## config.mk

```make
export PLATFORM = sky130hd
export DESIGN_NAME = board_top
export DESIGN_NICKNAME = d
export VERILOG_FILES = /design/src/hdl/board_pkg.sv /design/src/hdl/slow_tick_gen.sv /design/src/hdl/i2s_mic_receiver.sv /design/src/hdl/i2s_audio_out.sv /design/src/hdl/seven_seg_display.sv /design/src/hdl/lab_top.sv /design/src/hdl/board_top.sv
export SDC_FILE = /design/constraint.sdc
export NUM_CORES = 1
export LEC_CHECK = 0
export BUFFER_PORTS_ARGS = -buffer_cell sky130_fd_sc_hd__buf_2
export CORE_ASPECT_RATIO = 1.1
export CORE_UTILIZATION = 40
export CTS_CLUSTER_SIZE = 25
export DETAILED_ROUTE_END_ITERATION = 6
export PLACE_DENSITY = 0.66
export SYNTH_ARGS = -nofsm -noshare
export SYNTH_HDL_FRONTEND = slang
export SYNTH_HIERARCHICAL = 1
export SYNTH_SLANG_ARGS = --single-unit
export TNS_END_PERCENT = 5
```

## constraint.sdc

```tcl
create_clock -name clk -period 4.35 [get_ports clk]
set_clock_uncertainty 0.05 [all_clocks]
set_input_delay 0.6525 -clock clk [delete_from_list [all_inputs] [get_ports clk]]
set_output_delay 0.6525 -clock clk [all_outputs]
set_load 0.03 [all_outputs]
```

## src/hdl/board_pkg.sv

```systemverilog
// Board constants package
`default_nettype none

package board_pkg;

    // ----------------------------------------
    // Board clock and I/O widths
    // ----------------------------------------

    localparam int clk_mhz     = 50;             // Board oscillator
    localparam int w_key       = 3;              // Lab keys, reset key excluded
    localparam int w_sw        = 8;
    localparam int w_led       = 12;
    localparam int w_digit     = 8;              // Physical digits
    localparam int w_lab_digit = w_digit - 1;    // Rightmost digit is dead

    // ----------------------------------------
    // Audio sample widths and I2S framing
    // ----------------------------------------

    localparam int w_mic         = 24;           // INMP441 sample
    localparam int w_sound       = 16;           // DAC sample
    localparam int i2s_bclk_div  = 8;            // Clocks per half bit clock
    localparam int i2s_slot_bits = 32;           // Bit clocks per channel slot

    // ----------------------------------------
    // Lab timing
    // ----------------------------------------

    localparam int tone_half_period = 4096;      // Square wave half period
    localparam int scan_cycles      = 64;        // Clocks per lit digit

    // One tick per second at the board clock
    localparam int slow_tick_cycles_default = clk_mhz * 1000000;

endpackage

`default_nettype wire

```

## src/hdl/slow_tick_gen.sv

```systemverilog
// Slow tick strobe generator
`timescale 1ns/1ps
`default_nettype none

module slow_tick_gen #(
    parameter int tick_cycles = board_pkg::slow_tick_cycles_default
) (
    input  logic clk,
    input  logic reset,
    output logic tick
);

    localparam int w_cnt = (tick_cycles > 1) ? $clog2(tick_cycles) : 1;

    logic [w_cnt-1:0] cnt;                        // Cycles since last tick
    logic             wrap;                       // Last cycle of period

    assign wrap = (cnt == w_cnt'(tick_cycles - 1));

    always_ff @(posedge clk) begin
        if (reset) begin
            cnt  <= '0;
            tick <= 1'b0;
        end else if (wrap) begin
            cnt  <= '0;                           // Start next period
            tick <= 1'b1;                         // Single cycle strobe
        end else begin
            cnt  <= cnt + 1'b1;
            tick <= 1'b0;
        end
    end

endmodule

`default_nettype wire

```

## src/hdl/i2s_mic_receiver.sv

```systemverilog
// INMP441 microphone receiver
`timescale 1ns/1ps
`default_nettype none

module i2s_mic_receiver (
    input  logic                        clk,
    input  logic                        reset,
    output logic                        sck,
    output logic                        ws,
    input  logic                        sd,
    output logic [board_pkg::w_mic-1:0] mic_value,
    output logic                        mic_valid
);

    import board_pkg::*;

    localparam int w_div = $clog2(i2s_bclk_div);
    localparam int w_bit = $clog2(2 * i2s_slot_bits);

    logic [w_div-1:0] div_cnt;                    // Half bit clock divider
    logic [w_bit-1:0] bit_cnt;                    // Bit clock index in frame
    logic [w_mic-1:0] shift;                      // Incoming sample, MSB first
    logic             half_done;
    logic             sck_rise;
    logic             sck_fall;
    logic             data_bit;                   // Left slot payload bit

    // ----------------------------------------
    // Bit clock and word select
    // ----------------------------------------

    assign half_done = (div_cnt == w_div'(i2s_bclk_div - 1));
    assign sck_rise  = half_done & ~sck;          // sck about to go high
    assign sck_fall  = half_done &  sck;          // sck about to go low

    assign ws = bit_cnt[w_bit-1];                 // Low for left slot

    // Bit 0 is the I2S delay bit, then 24 data bits
    assign data_bit = ~ws
                   && (bit_cnt >= w_bit'(1))
                   && (bit_cnt <= w_bit'(w_mic));

    always_ff @(posedge clk) begin
        if (reset) begin
            div_cnt <= '0;
            sck     <= 1'b0;
            bit_cnt <= '0;
        end else begin
            div_cnt <= half_done ? '0 : div_cnt + 1'b1;
            if (half_done)
                sck <= ~sck;
            if (sck_fall) begin
                if (bit_cnt == w_bit'(2 * i2s_slot_bits - 1))
                    bit_cnt <= '0;                // New frame, left slot
                else
                    bit_cnt <= bit_cnt + 1'b1;
            end
        end
    end

    // ----------------------------------------
    // Capture and publish
    // ----------------------------------------

    always_ff @(posedge clk) begin
        if (sck_rise && data_bit)
            shift <= {shift[w_mic-2:0], sd};      // Mic drives sd on falling sck
    end

    always_ff @(posedge clk) begin
        if (reset) begin
            mic_value <= '0;
            mic_valid <= 1'b0;
        end else begin
            mic_valid <= 1'b0;
            if (sck_fall && bit_cnt == w_bit'(i2s_slot_bits - 1)) begin
                mic_value <= shift;               // Held until next frame
                mic_valid <= 1'b1;                // End of left slot
            end
        end
    end

endmodule

`default_nettype wire

```

## src/hdl/i2s_audio_out.sv

```systemverilog
// I2S audio DAC transmitter
`timescale 1ns/1ps
`default_nettype none

module i2s_audio_out (
    input  logic                          clk,
    input  logic                          reset,
    input  logic [board_pkg::w_sound-1:0] sound,
    output logic                          mclk,
    output logic                          bclk,
    output logic                          lrclk,
    output logic                          sdata
);

    import board_pkg::*;

    localparam int w_div  = $clog2(i2s_bclk_div);
    localparam int w_bit  = $clog2(2 * i2s_slot_bits);
    localparam int w_slot = w_bit - 1;

    logic [w_div-1:0]   div_cnt;                  // Half bit clock divider
    logic [w_bit-1:0]   bit_cnt;                  // Bit clock index in frame
    logic [w_bit-1:0]   bit_nxt;
    logic [w_slot-1:0]  slot_nxt;                 // Index inside channel slot
    logic [w_sound-1:0] sample;                   // Frame sample for right slot
    logic [w_sound-1:0] shift;                    // Outgoing bits, MSB first
    logic               half_done;
    logic               bclk_fall;

    assign half_done = (div_cnt == w_div'(i2s_bclk_div - 1));
    assign bclk_fall = half_done & bclk;

    assign bit_nxt  = (bit_cnt == w_bit'(2 * i2s_slot_bits - 1)) ? '0 : bit_cnt + 1'b1;
    assign slot_nxt = bit_nxt[w_slot-1:0];

    // ----------------------------------------
    // Master and bit clocks
    // ----------------------------------------

    always_ff @(posedge clk) begin
        if (reset) begin
            mclk    <= 1'b0;
            div_cnt <= '0;
            bclk    <= 1'b0;
        end else begin
            mclk    <= ~mclk;                     // clk / 2
            div_cnt <= half_done ? '0 : div_cnt + 1'b1;
            if (half_done)
                bclk <= ~bclk;
        end
    end

    // ----------------------------------------
    // Frame counter and serializer
    // ----------------------------------------

    always_ff @(posedge clk) begin
        if (reset) begin
            bit_cnt <= '0;
            lrclk   <= 1'b0;
            sdata   <= 1'b0;
            sample  <= '0;
            shift   <= '0;
        end else if (bclk_fall) begin
            bit_cnt <= bit_nxt;
            lrclk   <= bit_nxt[w_bit-1];          // Changes while bclk goes low
            if (bit_nxt == '0)
                sample <= sound;                  // Latch at lrclk fall
            if (slot_nxt == '0) begin
                // Slot start, delay bit goes out first
                shift <= (bit_nxt == '0) ? sound : sample;
                sdata <= 1'b0;
            end else begin
                sdata <= shift[w_sound-1];        // Zero padded after LSB
                shift <= {shift[w_sound-2:0], 1'b0};
            end
        end
    end

endmodule

`default_nettype wire

```

## src/hdl/seven_seg_display.sv

```systemverilog
// Seven segment scan display
`timescale 1ns/1ps
`default_nettype none

module seven_seg_display (
    input  logic                                clk,
    input  logic                                reset,
    input  logic [board_pkg::w_lab_digit*4-1:0] value,
    input  logic [board_pkg::w_lab_digit-1:0]   blank,
    output logic [7:0]                          abcdefgh,
    output logic [board_pkg::w_lab_digit-1:0]   digit
);

    import board_pkg::*;

    localparam int w_scan = $clog2(scan_cycles);
    localparam int w_idx  = $clog2(w_lab_digit);

    logic [w_scan-1:0] scan_cnt;                  // Clocks on current digit
    logic [w_idx-1:0]  idx;                       // Active digit number
    logic              step;
    logic              wrap;
    logic [3:0]        nibble;

    // ----------------------------------------
    // Digit scan
    // ----------------------------------------

    assign step = (scan_cnt == w_scan'(scan_cycles - 1));

    // Restart from digit 0 after reset or the last digit
    assign wrap = (digit == '0) || (idx == w_idx'(w_lab_digit - 1));

    always_ff @(posedge clk) begin
        if (reset) begin
            scan_cnt <= '0;
            idx      <= '0;
            digit    <= '0;                       // All off until first step
        end else begin
            scan_cnt <= step ? '0 : scan_cnt + 1'b1;
            if (step) begin
                if (wrap) begin
                    idx   <= '0;
                    digit <= w_lab_digit'(1);
                end else begin
                    idx   <= idx + 1'b1;
                    digit <= digit << 1;          // One hot, round robin
                end
            end
        end
    end

    // ----------------------------------------
    // Hex decoder, segments a..g then dot
    // ----------------------------------------

    assign nibble = value[idx*4 +: 4];

    always_comb begin
        case (nibble)
            4'h0: abcdefgh = 8'b1111_1100;
            4'h1: abcdefgh = 8'b0110_0000;
            4'h2: abcdefgh = 8'b1101_1010;
            4'h3: abcdefgh = 8'b1111_0010;
            4'h4: abcdefgh = 8'b0110_0110;
            4'h5: abcdefgh = 8'b1011_0110;
            4'h6: abcdefgh = 8'b1011_1110;
            4'h7: abcdefgh = 8'b1110_0000;
            4'h8: abcdefgh = 8'b1111_1110;
            4'h9: abcdefgh = 8'b1111_0110;
            4'ha: abcdefgh = 8'b1110_1110;
            4'hb: abcdefgh = 8'b0011_1110;
            4'hc: abcdefgh = 8'b1001_1100;
            4'hd: abcdefgh = 8'b0111_1010;
            4'he: abcdefgh = 8'b1001_1110;
            default: abcdefgh = 8'b1000_1110;     // F
        endcase
        if (blank[idx])
            abcdefgh = 8'b0000_0000;              // Blanked digit stays dark
    end

endmodule

`default_nettype wire

```

## src/hdl/lab_top.sv

```systemverilog
// Example lab logic
`timescale 1ns/1ps
`default_nettype none

module lab_top (
    input  logic                              clk,
    input  logic                              reset,
    input  logic                              tick,
    input  logic [board_pkg::w_key-1:0]       key,
    input  logic [board_pkg::w_sw-1:0]        sw,
    input  logic [board_pkg::w_mic-1:0]       mic_value,
    input  logic                              mic_valid,
    output logic [board_pkg::w_led-1:0]       led,
    output logic [7:0]                        abcdefgh,
    output logic [board_pkg::w_lab_digit-1:0] digit,
    output logic [board_pkg::w_sound-1:0]     sound
);

    import board_pkg::*;

    localparam int w_tone = $clog2(tone_half_period);

    logic [15:0]                count;            // Four hex digits
    logic [7:0]                 mic_byte;         // Top byte of last sample
    logic [w_tone-1:0]          tone_cnt;
    logic                       tone_phase;       // High for negative half
    logic                       tone_end;
    logic [w_sound-1:0]         tone_level;
    logic [w_lab_digit*4-1:0]   disp_value;
    logic [w_lab_digit-1:0]     disp_blank;

    // ----------------------------------------
    // LEDs and counter
    // ----------------------------------------

    always_ff @(posedge clk) begin
        if (reset)
            led <= '0;
        else
            led <= {key[2], {(w_led - w_sw - 1){1'b0}}, sw};  // Tone gate and switches
    end

    always_ff @(posedge clk) begin
        if (reset)
            count <= '0;
        else if (key[1])
            count <= '0;                          // Clear wins over count
        else if (key[0] && tick)
            count <= count + 1'b1;
    end

    always_ff @(posedge clk) begin
        if (reset)
            mic_byte <= '0;
        else if (mic_valid)
            mic_byte <= mic_value[w_mic-1 -: 8];
    end

    // ----------------------------------------
    // Square wave tone
    // ----------------------------------------

    assign tone_end   = (tone_cnt == w_tone'(tone_half_period - 1));
    assign tone_level = {sw, {(w_sound - w_sw){1'b0}}};  // Amplitude from switches

    always_ff @(posedge clk) begin
        if (reset) begin
            tone_cnt   <= '0;
            tone_phase <= 1'b0;
            sound      <= '0;
        end else begin
            tone_cnt <= tone_end ? '0 : tone_cnt + 1'b1;
            if (tone_end)
                tone_phase <= ~tone_phase;
            if (!key[2])
                sound <= '0;                      // Silent when released
            else if (tone_phase)
                sound <= -tone_level;
            else
                sound <= tone_level;
        end
    end

    // ----------------------------------------
    // Display content
    // ----------------------------------------

    // Top digit unused, then mic byte, then counter
    assign disp_value = {{(w_lab_digit*4 - 24){1'b0}}, mic_byte, count};
    assign disp_blank = {1'b1, {(w_lab_digit - 1){1'b0}}};

    seven_seg_display u_seven_seg_display (
        .clk      (clk),
        .reset    (reset),
        .value    (disp_value),
        .blank    (disp_blank),
        .abcdefgh (abcdefgh),
        .digit    (digit)
    );

endmodule

`default_nettype wire

```

## src/hdl/board_top.sv

```systemverilog
// Board level wrapper
`timescale 1ns/1ps
`default_nettype none

module board_top #(
    parameter int tick_cycles = board_pkg::slow_tick_cycles_default
) (
    input  logic                          clk,
    input  logic [board_pkg::w_key:0]     key_n,      // Top key is reset
    input  logic [board_pkg::w_sw-1:0]    sw_n,
    output logic [board_pkg::w_led-1:0]   led_n,
    output logic [7:0]                    abcdefgh_n,
    output logic [board_pkg::w_digit-1:0] digit_n,
    output logic                          mic_sck,
    output logic                          mic_ws,
    output logic                          mic_lr,
    input  logic                          mic_sd,
    output logic                          dac_mclk,
    output logic                          dac_bclk,
    output logic                          dac_lrclk,
    output logic                          dac_sdata
);

    import board_pkg::*;

    logic                   reset;
    logic                   tick;
    logic [w_mic-1:0]       mic_value;
    logic                   mic_valid;
    logic [w_sound-1:0]     sound;
    logic [w_led-1:0]       led;
    logic [7:0]             abcdefgh;
    logic [w_lab_digit-1:0] lab_digit;

    // ----------------------------------------
    // Reset and polarity
    // ----------------------------------------

    always_ff @(posedge clk) begin
        reset <= ~key_n[w_key];                   // Key press gives reset
    end

    assign led_n      = ~led;
    assign abcdefgh_n = ~abcdefgh;
    assign digit_n    = ~{lab_digit, 1'b0};       // Dead right digit kept off
    assign mic_lr     = 1'b0;                     // Mic on left channel

    // ----------------------------------------
    // Blocks
    // ----------------------------------------

    slow_tick_gen #(.tick_cycles(tick_cycles)) u_slow_tick_gen (
        .clk   (clk),
        .reset (reset),
        .tick  (tick)
    );

    i2s_mic_receiver u_i2s_mic_receiver (
        .clk       (clk),
        .reset     (reset),
        .sck       (mic_sck),
        .ws        (mic_ws),
        .sd        (mic_sd),
        .mic_value (mic_value),
        .mic_valid (mic_valid)
    );

    lab_top u_lab_top (
        .clk       (clk),
        .reset     (reset),
        .tick      (tick),
        .key       (~key_n[w_key-1:0]),
        .sw        (~sw_n),
        .mic_value (mic_value),
        .mic_valid (mic_valid),
        .led       (led),
        .abcdefgh  (abcdefgh),
        .digit     (lab_digit),               // Lab digits only
        .sound     (sound)
    );

    i2s_audio_out u_i2s_audio_out (
        .clk   (clk),
        .reset (reset),
        .sound (sound),
        .mclk  (dac_mclk),
        .bclk  (dac_bclk),
        .lrclk (dac_lrclk),
        .sdata (dac_sdata)
    );

endmodule

`default_nettype wire

```

==> out/results.md <==
| Parameter | This run | Unit |
| --- | --- | --- |
| Antenna violations before repair | 0 | - |
| Worst slew margin | 33.7 | % |
| Fmax | 262 | MHz |
| Worst Path Required | 3650 | ps |
| Total detailed-routing wirelength | 14700 | um |
| Hold WC Path Type | input pin to flop | - |
| Std cell rows | 55 | - |
| Number of pins with negative max-slew slack in the final report | 0 | - |
| Worst Path Max Fanout | 16 | - |
| Post-synth design cell area | 8380 | um^2 |
| Global routing usage summed across all routing layers | 14.2 | % |
| Number of instances in the synthesized netlist | 864 | - |
| Hold bufs inserted after CTS | 0 | - |
| Critical path arrival | 3110 | ps |
| Top cell family by delay on the critical path | multiplexers | - |
| Count of vias placed by the detailed router | 5892 | - |
| Setup TNS | 0 | ps |
| Ratio of total power to cell area | 367 | nW/um^2 |
| Peak per-stage delay on the critical path | 710 | ps |
| WL/cell | 12.6 | um |
| Result of the run | completed | - |
| Max-capacitance violation count | 0 | - |
| Worst slew pin tran | 995 | ps |
| NumNets Final | 934 | - |
| Library cell used as clock root buffer | clkbuf_16 | - |
| Post-route DRC violation count | 0 | - |
| Most prevalent standard cell on the critical path | inv_1 | - |
| Crit Path Category | flop to output port | - |
| DR vias/cell | 5.05 | - |
| Pin count of the biggest net entering global routing | 37 | - |
| Wire length of the first global-routing pass | 25100 | um |
| Latest clock arrival within the worst-skew pair | 430 | ps |
| Unrepaired setup endpoints after global routing | false | - |
| Largest buffer count on any clock path | 2 | - |
| Clock tree from TritonCTS | yes | - |
| Buffers and inverters on the worst path | 3 | - |
| Top Ports | 49 | - |
| Clock sinks | 185 | - |
| Critical path startpoint category | flop | - |
| Synthesis-to-finish area growth | 10.8 | % |
| Post-CTS Setup Bufs | 0 | - |
| Min Clock Period, post-route | 3810 | ps |
| Final instance area | 9290 | um^2 |
| Period Utilization, post-route | 87.7 | % |
| Number of global-route vias before repair | 5405 | - |
| Post-DRT Antenna Nets | 0 | - |
| Number of fill cells in the layout | 1920 | - |
| Y dimension of the die | 154 | um |
| Synthesis Warnings | 6 | - |
| Router iterations before antenna repair | 4 | - |
| Crit end category | output port | - |
| Clk pin slew, worst setup/hold paths | 80 | ps |
| Ratio of cells with drive above 1 in the final layout | 12.2 | % |
| Number of H-tree branching levels | 4 | - |
| Estimated wirelength of the detail-placed design | 9820 | um |
| Ordered list of cells on the worst path | mux4_1 -> mux2i_1 -> inv_1 -> ha_1 -> mux2_4 -> a221oi_2 -> inv_1 -> buf_2 | - |
| Slowest-stage cell, CP | dfxtp_1 | - |
| Starting Density | 40.7 | % |
| Number of setup violations in the final report | 0 | - |
| DRC violation total after the first TritonRoute iteration | 365 | - |
| Number of gates resized after cts | 0 | - |
| Leakage power total | 3.26 | nW |
| Mapped Avg Cell Area | 9.70 | um^2 |
| Worst vdd ir | 308 | uV |
| Total die area | 21500 | um^2 |
| Num CTS Buffers | 17 | - |
| Final Hold Fails | 0 | - |
| Number of diodes added for antenna fixing | 0 | - |
| Horiz. Die Dim | 140 | um |
| Placer's final routability congestion estimate | 0.784 | - |
| Sum of overflow across all layers after global routing | 0 | - |
| Area inside the core boundary | 20600 | um^2 |
| PortBufs | 42 | - |
| Dpl cell area | 8690 | um^2 |
==> metrics by stage <==
step,hold WS (ps),power (mW),worst slack (ps),instances,utilization (%)
finish,303,3.41,536,1167,45.1
global route,292,3.55,312,1167,45.1
CTS,280,3.44,489,1167,45.1
detailed placement,356,1.93,991,1135,42.2
global placement,354,1.92,1090,1135,42.2
floorplan,350,1.90,1390,884,-
==> state kept, by name, summed over array words and instances (netlist names), 3 cells and up <==
name,count
u_i2s_audio_out/bit_cnt,5
u_i2s_audio_out/div_cnt,3
u_i2s_audio_out/sample,16
u_i2s_audio_out/shift,16
u_i2s_mic_receiver/bit_cnt,6
u_i2s_mic_receiver/div_cnt,3
u_i2s_mic_receiver/mic_value,8
u_i2s_mic_receiver/shift,24
u_lab_top/count,16
u_lab_top/led,9
u_lab_top/mic_byte,8
u_lab_top/sound,8
u_lab_top/tone_cnt,12
u_lab_top/u_seven_seg_display/digit,7
u_lab_top/u_seven_seg_display/idx,3
u_lab_top/u_seven_seg_display/scan_cnt,6
u_slow_tick_gen/cnt,26
==> per-layer routing <==
metal | global-route usage [%] | part of all wire, % | vias to the layer above
li1 | - | - | 3047
met2 | 22.5 | 45 | 68
met1 | 18.8 | 50 | 2762
met4 | 5.13 | 1.5 | 0
met5 | 0 | 0 | -
met3 | 3.43 | 2.9 | 15
==> power by group <==
group	total (mW)	internal, mW	switching, mW
combinational	0.121	0.0405	0.0809
sequential	1.76	1.75	0.0181
clock	1.52	0.773	0.748
total	3.41	2.56	0.847
==> area by class of cell <==
type	instances	area, um^2	share of cell area, %
clock buffer	17	425	4.58
clock inverter	15	174	1.87
inverter	65	244	2.63
multi-input combinational	580	3920	42.2
sequential	185	3950	42.5
tap	256	320	3.45
timing repair buffer	49	263	2.83
==> cell usage in the layout (no fill, tap or decap), drive strengths merged, types with 14 or more instances in the layout <==
cell type  count
dfxtp        161
nor2          85
inv           70
mux2i         49
buf           49
nand2         38
xnor2         34
o21ai         34
a21oi         31
nand3         31
conb          25
a22o          24
edfxtp        24
ha            22
a22oi         19
nand2b        18
clkbuf        17
nor3          17
nand4         16
xor2          14
or3           14
==> worst paths after layout <==
path	start	to	slack, ps	cells past startpoint
worst max register to register	u_i2s_audio_out/bit_cnt[0]	u_i2s_audio_out/sample[10]	1670	6
worst min-delay path	key_n[3]	reset	300	2
worst max-delay path	u_lab_top/u_seven_seg_display/idx[1]	abcdefgh_n[1]	540	8
worst min register to register	u_i2s_mic_receiver/shift[1]	u_i2s_mic_receiver/shift[2]	370	0
(Power assumes the default switching activity.)
